**src/hdl/ooo_settings.svh**
```systemverilog
`ifndef OOO_SETTINGS_SVH
`define OOO_SETTINGS_SVH

// data path width
`define XLEN 32

// instruction word width
`define INST_W 32

// producer tag width
// sixteen tags in flight at most
`define TAG_W 4

// reservation station entries
// the station also works with 2 or 8
`define RS_DEPTH 4

`endif
```
**src/hdl/ooo_pkg.sv**
```systemverilog
`default_nettype none

package ooo_pkg;

	// integer ALU operations, RV32I semantics
	typedef enum logic [3:0] {
		ADD  = 4'h0,
		SUB  = 4'h1,
		SLT  = 4'h2,
		SLTU = 4'h3,
		AND  = 4'h4,
		OR   = 4'h5,
		XOR  = 4'h6,
		SLL  = 4'h7,
		SRL  = 4'h8,
		SRA  = 4'h9
	} alu_func_e;

	// operand A source
	typedef enum logic [1:0] {
		OPA_IS_RS1  = 2'h0,
		OPA_IS_PC   = 2'h1,
		OPA_IS_ZERO = 2'h2
	} opa_select_e;

	// operand B source
	// immediates come from the instruction word
	typedef enum logic [1:0] {
		OPB_IS_RS2   = 2'h0,
		OPB_IS_I_IMM = 2'h1,
		OPB_IS_U_IMM = 2'h2
	} opb_select_e;

endpackage

`default_nettype wire

```
**src/hdl/ooo_alu_slice.sv**
```systemverilog
`timescale 1ns/1ps
`default_nettype none

`include "ooo_settings.svh"

module ooo_alu_slice (
	input  logic                 clock,
	input  logic                 reset,
	input  logic                 flush,
	input  logic                 dispatch_valid,
	input  logic [`TAG_W-1:0]    dispatch_tag,
	input  ooo_pkg::alu_func_e   dispatch_func,
	input  ooo_pkg::opa_select_e dispatch_opa_sel,
	input  ooo_pkg::opb_select_e dispatch_opb_sel,
	input  logic [`XLEN-1:0]     dispatch_pc,
	input  logic [`INST_W-1:0]   dispatch_inst,
	input  logic [`XLEN-1:0]     src1_value,
	input  logic                 src1_ready,
	input  logic [`TAG_W-1:0]    src1_tag,
	input  logic [`XLEN-1:0]     src2_value,
	input  logic                 src2_ready,
	input  logic [`TAG_W-1:0]    src2_tag,
	output logic                 dispatch_ready,
	output logic                 cdb_valid,
	output logic [`TAG_W-1:0]    cdb_tag,
	output logic [`XLEN-1:0]     cdb_value
);
	import ooo_pkg::*;

	logic               issue_valid;
	logic [`TAG_W-1:0]  issue_tag;
	alu_func_e          issue_func;
	opa_select_e        issue_opa_sel;
	opb_select_e        issue_opb_sel;
	logic [`XLEN-1:0]   issue_pc;
	logic [`INST_W-1:0] issue_inst;
	logic [`XLEN-1:0]   issue_rs1_value;
	logic [`XLEN-1:0]   issue_rs2_value;
	logic               fu_busy;
	logic               fu_result_valid;
	logic [`TAG_W-1:0]  fu_tag;
	logic [`XLEN-1:0]   fu_result;

	// the bus loops back into the station for wakeup
	reservation_station i_station (
		.clock            (clock),
		.reset            (reset),
		.flush            (flush),
		.dispatch_valid   (dispatch_valid),
		.dispatch_tag     (dispatch_tag),
		.dispatch_func    (dispatch_func),
		.dispatch_opa_sel (dispatch_opa_sel),
		.dispatch_opb_sel (dispatch_opb_sel),
		.dispatch_pc      (dispatch_pc),
		.dispatch_inst    (dispatch_inst),
		.src1_value       (src1_value),
		.src1_ready       (src1_ready),
		.src1_tag         (src1_tag),
		.src2_value       (src2_value),
		.src2_ready       (src2_ready),
		.src2_tag         (src2_tag),
		.cdb_valid        (cdb_valid),
		.cdb_tag          (cdb_tag),
		.cdb_value        (cdb_value),
		.fu_busy          (fu_busy),
		.dispatch_ready   (dispatch_ready),
		.issue_valid      (issue_valid),
		.issue_tag        (issue_tag),
		.issue_func       (issue_func),
		.issue_opa_sel    (issue_opa_sel),
		.issue_opb_sel    (issue_opb_sel),
		.issue_pc         (issue_pc),
		.issue_inst       (issue_inst),
		.issue_rs1_value  (issue_rs1_value),
		.issue_rs2_value  (issue_rs2_value)
	);

	alu_fu i_alu_fu (
		.clock           (clock),
		.reset           (reset),
		.flush           (flush),
		.issue_valid     (issue_valid),
		.issue_tag       (issue_tag),
		.issue_func      (issue_func),
		.issue_opa_sel   (issue_opa_sel),
		.issue_opb_sel   (issue_opb_sel),
		.issue_pc        (issue_pc),
		.issue_inst      (issue_inst),
		.issue_rs1_value (issue_rs1_value),
		.issue_rs2_value (issue_rs2_value),
		.fu_busy         (fu_busy),
		.fu_result_valid (fu_result_valid),
		.fu_tag          (fu_tag),
		.fu_result       (fu_result)
	);

	result_broadcast i_broadcast (
		.clock           (clock),
		.reset           (reset),
		.flush           (flush),
		.fu_result_valid (fu_result_valid),
		.fu_tag          (fu_tag),
		.fu_result       (fu_result),
		.cdb_valid       (cdb_valid),
		.cdb_tag         (cdb_tag),
		.cdb_value       (cdb_value)
	);

endmodule

`default_nettype wire

```
**src/hdl/result_broadcast.sv**
```systemverilog
`timescale 1ns/1ps
`default_nettype none

`include "ooo_settings.svh"

module result_broadcast (
	input  logic              clock,
	input  logic              reset,
	input  logic              flush,
	input  logic              fu_result_valid,
	input  logic [`TAG_W-1:0] fu_tag,
	input  logic [`XLEN-1:0]  fu_result,
	output logic              cdb_valid,
	output logic [`TAG_W-1:0] cdb_tag,
	output logic [`XLEN-1:0]  cdb_value
);

	// one register stage keeps the ALU path away from the wakeup compare
	always_ff @(posedge clock) begin
		if (reset || flush) begin
			cdb_valid <= 1'b0;
		end else begin
			cdb_valid <= fu_result_valid;
		end
	end

	// tag and value hold until the next result
	always_ff @(posedge clock) begin
		if (fu_result_valid) begin
			cdb_tag   <= fu_tag;
			cdb_value <= fu_result;
		end
	end

endmodule

`default_nettype wire

```
**src/hdl/alu_fu.sv**
```systemverilog
`timescale 1ns/1ps
`default_nettype none

`include "ooo_settings.svh"

module alu_fu (
	input  logic                 clock,
	input  logic                 reset,
	input  logic                 flush,
	input  logic                 issue_valid,
	input  logic [`TAG_W-1:0]    issue_tag,
	input  ooo_pkg::alu_func_e   issue_func,
	input  ooo_pkg::opa_select_e issue_opa_sel,
	input  ooo_pkg::opb_select_e issue_opb_sel,
	input  logic [`XLEN-1:0]     issue_pc,
	input  logic [`INST_W-1:0]   issue_inst,
	input  logic [`XLEN-1:0]     issue_rs1_value,
	input  logic [`XLEN-1:0]     issue_rs2_value,
	output logic                 fu_busy,
	output logic                 fu_result_valid,
	output logic [`TAG_W-1:0]    fu_tag,
	output logic [`XLEN-1:0]     fu_result
);
	import ooo_pkg::*;

	// fillers that show up on a bad operand select
	localparam logic [`XLEN-1:0] OPA_FILLER = `XLEN'hdead_0a0a;
	localparam logic [`XLEN-1:0] OPB_FILLER = `XLEN'hdead_0b0b;

	logic               work_valid;
	logic [`TAG_W-1:0]  work_tag;
	alu_func_e          work_func;
	opa_select_e        work_opa_sel;
	opb_select_e        work_opb_sel;
	logic [`XLEN-1:0]   work_pc;
	logic [`INST_W-1:0] work_inst;
	logic [`XLEN-1:0]   work_rs1;
	logic [`XLEN-1:0]   work_rs2;

	logic [`XLEN-1:0] i_imm;
	logic [`XLEN-1:0] u_imm;
	logic [`XLEN-1:0] opa_mux;
	logic [`XLEN-1:0] opb_mux;

	// instruction sits here for the one cycle the ALU samples it
	always_ff @(posedge clock) begin
		if (reset || flush) begin
			work_valid <= 1'b0;
		end else begin
			work_valid <= issue_valid;
		end
	end

	always_ff @(posedge clock) begin
		if (issue_valid) begin
			work_tag     <= issue_tag;
			work_func    <= issue_func;
			work_opa_sel <= issue_opa_sel;
			work_opb_sel <= issue_opb_sel;
			work_pc      <= issue_pc;
			work_inst    <= issue_inst;
			work_rs1     <= issue_rs1_value;
			work_rs2     <= issue_rs2_value;
		end
	end

	// sign extended I and U immediates
	assign i_imm = {{(`XLEN - 12){work_inst[31]}}, work_inst[31:20]};
	assign u_imm = {{(`XLEN - 20){work_inst[31]}}, work_inst[31:12]} << 12;

	always_comb begin
		case (work_opa_sel)
			OPA_IS_RS1:  opa_mux = work_rs1;
			OPA_IS_PC:   opa_mux = work_pc;
			OPA_IS_ZERO: opa_mux = '0;
			default:     opa_mux = OPA_FILLER;
		endcase
	end

	always_comb begin
		case (work_opb_sel)
			OPB_IS_RS2:   opb_mux = work_rs2;
			OPB_IS_I_IMM: opb_mux = i_imm;
			OPB_IS_U_IMM: opb_mux = u_imm;
			default:      opb_mux = OPB_FILLER;
		endcase
	end

	// a new issue or a flush discards anything still in the ALU
	alu i_alu (
		.clock   (clock),
		.reset   (reset),
		.refresh (flush || issue_valid),
		.start   (work_valid),
		.opa     (opa_mux),
		.opb     (opb_mux),
		.func    (work_func),
		.valid   (fu_result_valid),
		.result  (fu_result)
	);

	assign fu_busy = work_valid;
	assign fu_tag  = work_tag;

endmodule

`default_nettype wire

```
**src/hdl/alu.sv**
```systemverilog
`timescale 1ns/1ps
`default_nettype none

`include "ooo_settings.svh"

module alu (
	input  logic               clock,
	input  logic               reset,
	input  logic               refresh,
	input  logic               start,
	input  logic [`XLEN-1:0]   opa,
	input  logic [`XLEN-1:0]   opb,
	input  ooo_pkg::alu_func_e func,
	output logic               valid,
	output logic [`XLEN-1:0]   result
);
	import ooo_pkg::*;

	logic [`XLEN-1:0] result_next;
	logic [4:0]       shamt;

	// shifts only look at the low five bits
	assign shamt = opb[4:0];

	always_comb begin
		case (func)
			ADD:     result_next = opa + opb;
			SUB:     result_next = opa - opb;
			SLT:     result_next = `XLEN'($signed(opa) < $signed(opb));
			SLTU:    result_next = `XLEN'(opa < opb);
			AND:     result_next = opa & opb;
			OR:      result_next = opa | opb;
			XOR:     result_next = opa ^ opb;
			SLL:     result_next = opa << shamt;
			SRL:     result_next = opa >> shamt;
			SRA:     result_next = $signed(opa) >>> shamt;
			default: result_next = '0;
		endcase
	end

	always_ff @(posedge clock) begin
		if (reset || refresh) begin
			valid <= 1'b0;
		end else begin
			valid <= start;
		end
	end

	always_ff @(posedge clock) begin
		if (start) begin
			result <= result_next;
		end
	end

endmodule

`default_nettype wire

```
**src/hdl/reservation_station.sv**
```systemverilog
`timescale 1ns/1ps
`default_nettype none

`include "ooo_settings.svh"

module reservation_station (
	input  logic                 clock,
	input  logic                 reset,
	input  logic                 flush,
	input  logic                 dispatch_valid,
	input  logic [`TAG_W-1:0]    dispatch_tag,
	input  ooo_pkg::alu_func_e   dispatch_func,
	input  ooo_pkg::opa_select_e dispatch_opa_sel,
	input  ooo_pkg::opb_select_e dispatch_opb_sel,
	input  logic [`XLEN-1:0]     dispatch_pc,
	input  logic [`INST_W-1:0]   dispatch_inst,
	input  logic [`XLEN-1:0]     src1_value,
	input  logic                 src1_ready,
	input  logic [`TAG_W-1:0]    src1_tag,
	input  logic [`XLEN-1:0]     src2_value,
	input  logic                 src2_ready,
	input  logic [`TAG_W-1:0]    src2_tag,
	input  logic                 cdb_valid,
	input  logic [`TAG_W-1:0]    cdb_tag,
	input  logic [`XLEN-1:0]     cdb_value,
	input  logic                 fu_busy,
	output logic                 dispatch_ready,
	output logic                 issue_valid,
	output logic [`TAG_W-1:0]    issue_tag,
	output ooo_pkg::alu_func_e   issue_func,
	output ooo_pkg::opa_select_e issue_opa_sel,
	output ooo_pkg::opb_select_e issue_opb_sel,
	output logic [`XLEN-1:0]     issue_pc,
	output logic [`INST_W-1:0]   issue_inst,
	output logic [`XLEN-1:0]     issue_rs1_value,
	output logic [`XLEN-1:0]     issue_rs2_value
);
	import ooo_pkg::*;

	// entry index and age share one width
	localparam int IDX_W = $clog2(`RS_DEPTH);

	logic [`RS_DEPTH-1:0] valid_q;
	logic [`RS_DEPTH-1:0] armed_q;
	logic [`RS_DEPTH-1:0] rdy1_q;
	logic [`RS_DEPTH-1:0] rdy2_q;
	logic [IDX_W-1:0]     age_q      [`RS_DEPTH];
	logic [`TAG_W-1:0]    tag_q      [`RS_DEPTH];
	logic [`TAG_W-1:0]    src1_tag_q [`RS_DEPTH];
	logic [`TAG_W-1:0]    src2_tag_q [`RS_DEPTH];
	logic [`XLEN-1:0]     val1_q     [`RS_DEPTH];
	logic [`XLEN-1:0]     val2_q     [`RS_DEPTH];
	alu_func_e            func_q     [`RS_DEPTH];
	opa_select_e          opa_q      [`RS_DEPTH];
	opb_select_e          opb_q      [`RS_DEPTH];
	logic [`XLEN-1:0]     pc_q       [`RS_DEPTH];
	logic [`INST_W-1:0]   inst_q     [`RS_DEPTH];

	logic             free_found;
	logic [IDX_W-1:0] free_idx;
	logic             pick_found;
	logic [IDX_W-1:0] pick_idx;
	logic [IDX_W-1:0] pick_age;
	logic [IDX_W:0]   occupancy;
	logic [IDX_W-1:0] new_age;
	logic             do_dispatch;
	logic             src1_hit;
	logic             src2_hit;

	// lowest free slot, oldest armed entry, live entry count
	always_comb begin
		free_found = 1'b0;
		free_idx   = '0;
		pick_found = 1'b0;
		pick_idx   = '0;
		pick_age   = '1;
		occupancy  = '0;
		for (int i = `RS_DEPTH - 1; i >= 0; i--) begin
			if (!valid_q[i]) begin
				free_found = 1'b1;
				free_idx   = IDX_W'(i);
			end
		end
		for (int i = 0; i < `RS_DEPTH; i++) begin
			occupancy = occupancy + (IDX_W + 1)'(valid_q[i]);
			if (armed_q[i] && (!pick_found || age_q[i] < pick_age)) begin
				pick_found = 1'b1;
				pick_idx   = IDX_W'(i);
				pick_age   = age_q[i];
			end
		end
	end

	assign dispatch_ready = free_found;
	assign do_dispatch    = dispatch_valid && free_found;
	assign issue_valid    = pick_found && !fu_busy;

	// a new entry lines up behind every entry that stays
	assign new_age = IDX_W'(occupancy - (IDX_W + 1)'(issue_valid));

	// operand arriving on the bus in the dispatch cycle
	assign src1_hit = cdb_valid && (src1_tag == cdb_tag);
	assign src2_hit = cdb_valid && (src2_tag == cdb_tag);

	always_ff @(posedge clock) begin
		if (reset || flush) begin
			valid_q <= '0;
			armed_q <= '0;
		end else begin
			for (int i = 0; i < `RS_DEPTH; i++) begin
				// eligible one cycle after both operands are held
				armed_q[i] <= valid_q[i] && rdy1_q[i] && rdy2_q[i];
				if (issue_valid && pick_idx == IDX_W'(i)) begin
					valid_q[i] <= 1'b0;
					armed_q[i] <= 1'b0;
				end
				if (do_dispatch && free_idx == IDX_W'(i)) begin
					valid_q[i] <= 1'b1;
				end
			end
		end
	end

	always_ff @(posedge clock) begin
		for (int i = 0; i < `RS_DEPTH; i++) begin
			// younger entries move up when one leaves
			if (issue_valid && valid_q[i] && age_q[i] > pick_age) begin
				age_q[i] <= age_q[i] - 1'b1;
			end
			// wakeup from the common data bus
			if (valid_q[i] && cdb_valid && !rdy1_q[i] && src1_tag_q[i] == cdb_tag) begin
				rdy1_q[i] <= 1'b1;
				val1_q[i] <= cdb_value;
			end
			if (valid_q[i] && cdb_valid && !rdy2_q[i] && src2_tag_q[i] == cdb_tag) begin
				rdy2_q[i] <= 1'b1;
				val2_q[i] <= cdb_value;
			end
			if (do_dispatch && free_idx == IDX_W'(i)) begin
				age_q[i]      <= new_age;
				tag_q[i]      <= dispatch_tag;
				func_q[i]     <= dispatch_func;
				opa_q[i]      <= dispatch_opa_sel;
				opb_q[i]      <= dispatch_opb_sel;
				pc_q[i]       <= dispatch_pc;
				inst_q[i]     <= dispatch_inst;
				src1_tag_q[i] <= src1_tag;
				src2_tag_q[i] <= src2_tag;
				rdy1_q[i]     <= src1_ready || src1_hit;
				rdy2_q[i]     <= src2_ready || src2_hit;
				val1_q[i]     <= src1_ready ? src1_value : cdb_value;
				val2_q[i]     <= src2_ready ? src2_value : cdb_value;
			end
		end
	end

	// issue fields straight from the picked entry
	assign issue_tag       = tag_q[pick_idx];
	assign issue_func      = func_q[pick_idx];
	assign issue_opa_sel   = opa_q[pick_idx];
	assign issue_opb_sel   = opb_q[pick_idx];
	assign issue_pc        = pc_q[pick_idx];
	assign issue_inst      = inst_q[pick_idx];
	assign issue_rs1_value = val1_q[pick_idx];
	assign issue_rs2_value = val2_q[pick_idx];

endmodule

`default_nettype wire

```
**config.mk**
```make
export PLATFORM = sky130hd
export DESIGN_NAME = ooo_alu_slice
export DESIGN_NICKNAME = d
export VERILOG_FILES = /design/src/hdl/ooo_pkg.sv /design/src/hdl/ooo_alu_slice.sv /design/src/hdl/result_broadcast.sv /design/src/hdl/alu_fu.sv /design/src/hdl/alu.sv /design/src/hdl/reservation_station.sv
export VERILOG_INCLUDE_DIRS = /design/src /design/src/hdl
export SDC_FILE = /design/constraint.sdc
export NUM_CORES = 1
export LEC_CHECK = 0
export BUFFER_PORTS_ARGS = -buffer_cell sky130_fd_sc_hd__buf_2
export CAP_MARGIN = 15
export CORE_MARGIN = 5
export CORE_UTILIZATION = 50
export CTS_CLUSTER_SIZE = 8
export DETAILED_ROUTE_END_ITERATION = 7
export PLACE_DENSITY_LB_ADDON = 0.1
export SYNTH_ARGS = -nofsm -noshare
export SYNTH_HDL_FRONTEND = slang
export SYNTH_SLANG_ARGS = --single-unit
export TNS_END_PERCENT = 10
```
**constraint.sdc**
```tcl
create_clock -name clock -period 6.9 [get_ports clock]
set_input_delay 1.035 -clock clock [delete_from_list [all_inputs] [get_ports clock]]
set_output_delay 1.035 -clock clock [all_outputs]
set_load 0.01 [all_outputs]
```
==> results.cfg, run 1 <==
[outcome]
status = finished, final reports clean

[placement]
io_buffers = 179
place_area_um2 = 42500
preCtsSetupSlack_ns = 1.15
dp.cells = 4669
dp_hpwl_um = 94700
place.gp.congestion = 0.985

[sta]
holdWs_ns = 0.386
fin_ws_ns = 1.34
max_slew_margin_pct = 20.5
hold_viol_final = 0
finalSetupViolations = 0
max_freq_ghz = 0.180
post-route-min-period_ns = 5.56
skew_ns = 0.0639
worstMarginPinSlew_ns = 1.19
slew_viol_final = 0
fin_setup_tns_ns = 0
rsz0062_at_grt = no
fin_crit_sh_pct = 80.5

[drt]
drtPass1Iterations = 6
route.detailed.drc = 0
wirelength_um = 138000
vias_per_cell = 6.19
route.vias.total = 29800
wl_per_cell_um = 28.7
drt_iter0_markers = 2842
postRouteAntennaNets = 0

[global_route]
gr-total-overflow = 0
grt_pass1_vias = 29100
grt_pass1_wl_um = 199000
grt_max_degree = 221
track_usage_pct = 31.0
antenna_found_initial = 18

[finish]
multi_input_area_um2 = 16200
register_area_um2 = 22900
drive_above_1_share_pct = 18.7
final_cells = 4823
fillers = 6740
stdcell_area_um2 = 45500
finalNetCount = 3981
finish.utilization_pct = 56.5
syn2layout_area_growth_pct = 12.2

[power_and_ir_drop]
p_sw_mw = 2.25
total_power_mw = 10.4
clkPwrFrac_pct = 45.1
power_frac_seq_pct = 50.2
power_density_nw_per_um2 = 229
switching_share_pct = 21.6
combPwrFrac_pct = 4.7
p_leak_nw = 16.6
p_int_mw = 8.15
ir_worst_vdd_mv = 0.260

[die]
core-area_um2 = 80400
rows = 104
dieArea_um2 = 86800
ios = 192
die_x_um = 295
fp.dieH_um = 295
initial_core_util_pct = 50.4

[setup_path]
cp_max_fo = 13
start_kind = flop
path_cells = buf_4 > mux2i_1 > nor2_1 > ha_1 > nor2b_1 > or3_1 > o211ai_1 > o2111ai_1 > a2111oi_0 > buf_4 > nor4_1 > o31ai_1 > mux2i_1 > nand4_1
cp_data_arrival_time_ns = 5.95
slowest_delay_ns = 0.97
crit_slowest_cell = edfxtp_1
end_kind = flop
worstReg2RegStart = i_alu_fu.work_opa_sel[0]$_DFFE_PP_
cp_top_family = compound AO/OA/AOI/OAI gates
crit_type = flop to flop
required_ns = 7.29
path_buf_inv = 2
cp-startpoint = i_alu_fu.work_opa_sel[0]$_DFFE_PP_

[synthesis]
synthTopCellsByCount = edfxtp_1 (756), nand2_1 (524), o21ai_0 (367)
yosys-top-cells-area = edfxtp_1 (56%), mux2_2 (7.6%), nand2_1 (4.9%), o21ai_0 (4.5%), mux2i_1 (3.4%)
syn_avg_cell_area_um2 = 11.3
synth_top_cell_by_area = edfxtp_1
seq_area_frac_synth_pct = 56.6
async_reset_ff_share_pct = 0
netlist_area_um2 = 40500
synth.distinct_cells = 85
synth_edf_count = 756
syn_nets = 3856
syn_inst = 3594
yosysWarnings = 0
synth_top_area_share_pct = 56.0
ys_ff_latch = 767
yosysMostFrequentCell = edfxtp_1
ys.flop_type = edfxtp_1

[cts]
cts_resized = 0
clk_latency_ns = 0.68
post-cts-setup-buffers = 0
clk_path_buf_depth = 3
cts_hold_repair.buffers = 0
tritoncts = done
root_buffer = clkbuf_16
numCtsBuffers = 107
htreeDepth = 3
clkTransAtPathRegs_ns = 0.05
cts.sinks = 767

[min_path]
hold_class = flop to flop
hold_path.startpoint = i_alu_fu.i_alu.result[22]$_DFFE_PP_

[job]
drv_cap = 0
[registers in the layout (all words and copies together) (netlist names), 80 cells and up]
register,count
i_station.val1_q,128
i_station.inst_q,80
i_station.val2_q,128
i_station.pc_q,128
[cell type report]
cell class,instances,area share [%]
Sequential cell,767,50.4
Multi-Input combinational cell,2467,35.7
Clock buffer,132,6.10
Timing Repair Buffer,256,3.32
Tap cell,1060,2.92
Inverter,120,1.02
Clock inverter,11,0.438
Antenna cell,10,0.0550
[final timing paths]
kind	to	slack, ns	cells past startpoint
max reg2reg	i_alu_fu.i_alu.result[31]$_DFFE_PP_	1.34	14
min	i_broadcast.cdb_value[22]$_DFFE_PP_	0.39	0
max	i_alu_fu.i_alu.result[31]$_DFFE_PP_	1.34	14
min reg2reg	i_broadcast.cdb_value[22]$_DFFE_PP_	0.39	0
[cell families after synthesis]
kind of cell	synth area share (%)
xor gates and xnor gates	1.58
muxes	11.1
adders and majority gates	3.46
DFF	56.6
AOI/OAI and AO/OA	12.5
and+or+nand+nor	11.2
buffers and inverters	3.62
[power by group through the flow]
stage	Sequential (mW)	Clock, mW	Combinational [mW]
final	5.23	4.69	0.486
after global routing	5.23	4.99	0.526
after CTS	5.23	4.76	0.482
after detailed placement	5.31	0	0.479
after global placement	5.31	0	0.466
after floorplan	5.31	0	0.276
[cell usage in the layout (no fill, tap or decap), drive strengths merged, types with 11 or more instances in the layout]
master,netlist,routed
a211oi,43,43
a21o,22,22
a21oi,121,121
a221oi,19,19
a22oi,11,11
a31oi,16,16
and2,13,13
buf,81,255
clkbuf,159,133
clkinv,2,12
dfxtp,11,11
edfxtp,756,756
ha,105,105
inv,118,117
mux2,273,273
mux2i,140,140
nand2,524,524
nand2b,19,19
nand3,157,157
nor2,210,210
nor2b,15,15
nor3,31,31
o211ai,29,29
o21a,13,13
o21ai,390,390
o21bai,11,11
o221ai,24,24
o22a,12,12
o22ai,26,26
o31ai,15,15
o41ai,12,12
or2,14,14
or3,16,16
xnor2,49,49
xor2,24,24
[routing by layer]
metal	GRT usage (%)	wire length [µm]	up-vias
li1	-	-	13500
met4	12.5	6270	14
met2	49.5	64300	1155
met5	0	92	-
met3	5.92	10200	258
met1	42.2	57400	14900
Power figures use the tool's default switching activity.
==> run 2, diff against run 1 <==
==> constraint.sdc (replaced) <==
create_clock -name clock -period 4.6 [get_ports clock]
set_input_delay 0.69 -clock clock [delete_from_list [all_inputs] [get_ports clock]]
set_output_delay 0.69 -clock clock [all_outputs]
set_load 0.01 [all_outputs]
==> run 2 against run 1 <==
Net effect: critical path depth up 2; flip-flop and latch count unchanged; register-to-register slack worse by 1.2 ns; highest routed layer unchanged.
==> results.cfg, run 2 (same netlist as run 1, synthesis figures left out) <==
[global_route]
grt_max_degree = 103
grt_pass1_wl_um = 200000
antenna_found_initial = 18
grt_pass1_vias = 29400
track_usage_pct = 31.2
gr-total-overflow = 0

[sta]
worstMarginPinSlew_ns = 1.08
max_slew_margin_pct = 27.5
fin_crit_sh_pct = 96.6
slew_viol_final = 0
post-route-min-period_ns = 4.45
holdWs_ns = 0.210
skew_ns = 0.0829
rsz0062_at_grt = yes
max_freq_ghz = 0.225
finalSetupViolations = 0
hold_viol_final = 0

[drt]
wl_per_cell_um = 28.1
route.detailed.drc = 0
drt_iter0_markers = 2773
vias_per_cell = 6.14
route.vias.total = 30200
wirelength_um = 138000
drtPass1Iterations = 6
postRouteAntennaNets = 0

[die]
ios = 192
core-area_um2 = 80400
die_x_um = 295
initial_core_util_pct = 50.4
dieArea_um2 = 86800
rows = 104
fp.dieH_um = 295

[finish]
syn2layout_area_growth_pct = 14.4
finalNetCount = 4078
fillers = 6750
reg_top3 = i_station.pc_q: 128 flops, i_station.val1_q: 128 flops, i_station.val2_q: 128 flops
drive_above_1_share_pct = 20.9
layout_common_cells = edfxtp_1 (756), nand2_1 (523), o21ai_0 (365)
final_common_cell = edfxtp_1

[placement]
io_buffers = 179
place.gp.congestion = 1.10
dp_hpwl_um = 97200

[setup_path]
crit_slowest_cell = nor2_1
start_kind = flop
cp_max_fo = 15
required_ns = 4.94
path_cells = buf_12 > buf_4 > mux2i_1 > nor2_1 > ha_1 > inv_1 > o2111ai_1 > a311oi_1 > buf_4 > o21ai_0 > o31ai_1 > buf_4 > a31oi_1 > a211oi_1 > xor2_1 > o2111ai_1
end_kind = flop
slowest_delay_ns = 0.49
crit_type = flop to flop
cp_data_arrival_time_ns = 4.79
cpMostUsedCell = buf_4
rrSetupSlack_ns = 0.15

[cts]
root_buffer = clkbuf_16
cts_hold_repair.buffers = 0
htreeDepth = 3
cts.sinks = 767
clkTransAtPathRegs_ns = 0.05
post-cts-setup-buffers = 0
clk_path_buf_depth = 3
tritoncts = done
clk_latency_ns = 0.70
numCtsBuffers = 106

[job]
drv_cap = 0

[outcome]
status = finished, final reports clean

[min_path]
hold_class = primary input to flop

[power_and_ir_drop]
p_leak_nw = 17.2
ir_worst_vdd_mv = 0.425
power_density_nw_per_um2 = 336
total_power_mw = 15.6
run 2: changes by cell type in the layout (fill, tap and decap cells not counted), moves of 2 or more:
cell,delta
o41ai_4,+2
diode_2,-3
o21ai_2,+2
buf_4,+88
o41ai_2,-2
o21ai_0,-2
buf_12,+11
run 2: where the power goes:
group          total [mW]  switching, mW  internal [mW]  leakage, nW
registers            7.84         0.0443           7.79         6.98
clock network        7.00           2.84           4.16         1.42
logic               0.755          0.482          0.273         8.81
run 2: timing repair:
item / in CTS / in global routing
gates cloned: 0 / 0
endpoints found under the setup margin: 2 / 11
gates resized for setup: 1 / 10
run 2: final timing paths:
path         depth (start not counted)                          startpoint                             endpoint
min reg2reg                          0  i_alu_fu.i_alu.result[7]$_DFFE_PP_   i_broadcast.cdb_value[7]$_DFFE_PP_
max                                 16  i_alu_fu.work_opa_sel[0]$_DFFE_PP_  i_alu_fu.i_alu.result[23]$_DFFE_PP_
min                                  1                   dispatch_inst[14]    i_station.inst_q[3][14]$_DFFE_PP_
max reg2reg                         16  i_alu_fu.work_opa_sel[0]$_DFFE_PP_  i_alu_fu.i_alu.result[23]$_DFFE_PP_
run 2: critical path: cells and delay by family, from the launching register on:
| family | cells | cell delay [ns] |
|---|---|---|
| DFF | 1 | 0.47 |
| muxes | 1 | 0.12 |
| buffers and inverters | 5 | 0.84 |
| xor gates and xnor gates | 1 | 0.18 |
| AOI/OAI and AO/OA | 7 | 1.60 |
| adders and majority gates | 1 | 0.41 |
| and+or+nand+nor | 1 | 0.49 |
run 2: routing by layer:
metal	part of all wire, %	vias to the layer above	wire [µm]	global-route usage (%)
met5	0.067	-	92	0
met4	4.3	12	5980	11.5
met3	7.7	236	10700	5.83
met2	47	1263	65000	50.6
met1	41	14900	56600	42.2
li1	-	13700	-	-
run 2: metrics by stage:
stage | cell area, µm² | std cells | setup WS [ns] | setup TNS (ns) | util [%]
after floorplan | 40500 | 3594 | -0.416 | -83.29 | -
after global placement | 43400 | 4768 | -0.0491 | -0.0491 | 53.9
after detailed placement | 43400 | 4768 | -0.0916 | -0.0916 | 53.9
after CTS | 46300 | 4909 | 0.00929 | 0 | 57.6
after global routing | 46400 | 4911 | -0.0284 | -0.0284 | 57.7
final | 46400 | 4916 | 0.155 | 0 | 57.7
run 2: layout make-up:
cell class / count / area [µm²] / share of cell area, %
Sequential cell: 767 / 22900 / 49.4
Multi-Input combinational cell: 2467 / 16300 / 35.1
Clock buffer: 133 / 2760 / 5.96
Timing Repair Buffer: 354 / 2380 / 5.14
Tap cell: 1060 / 1330 / 2.86
Inverter: 120 / 462 / 0.996
Clock inverter: 8 / 196 / 0.424
Antenna cell: 7 / 17.5 / 0.0378
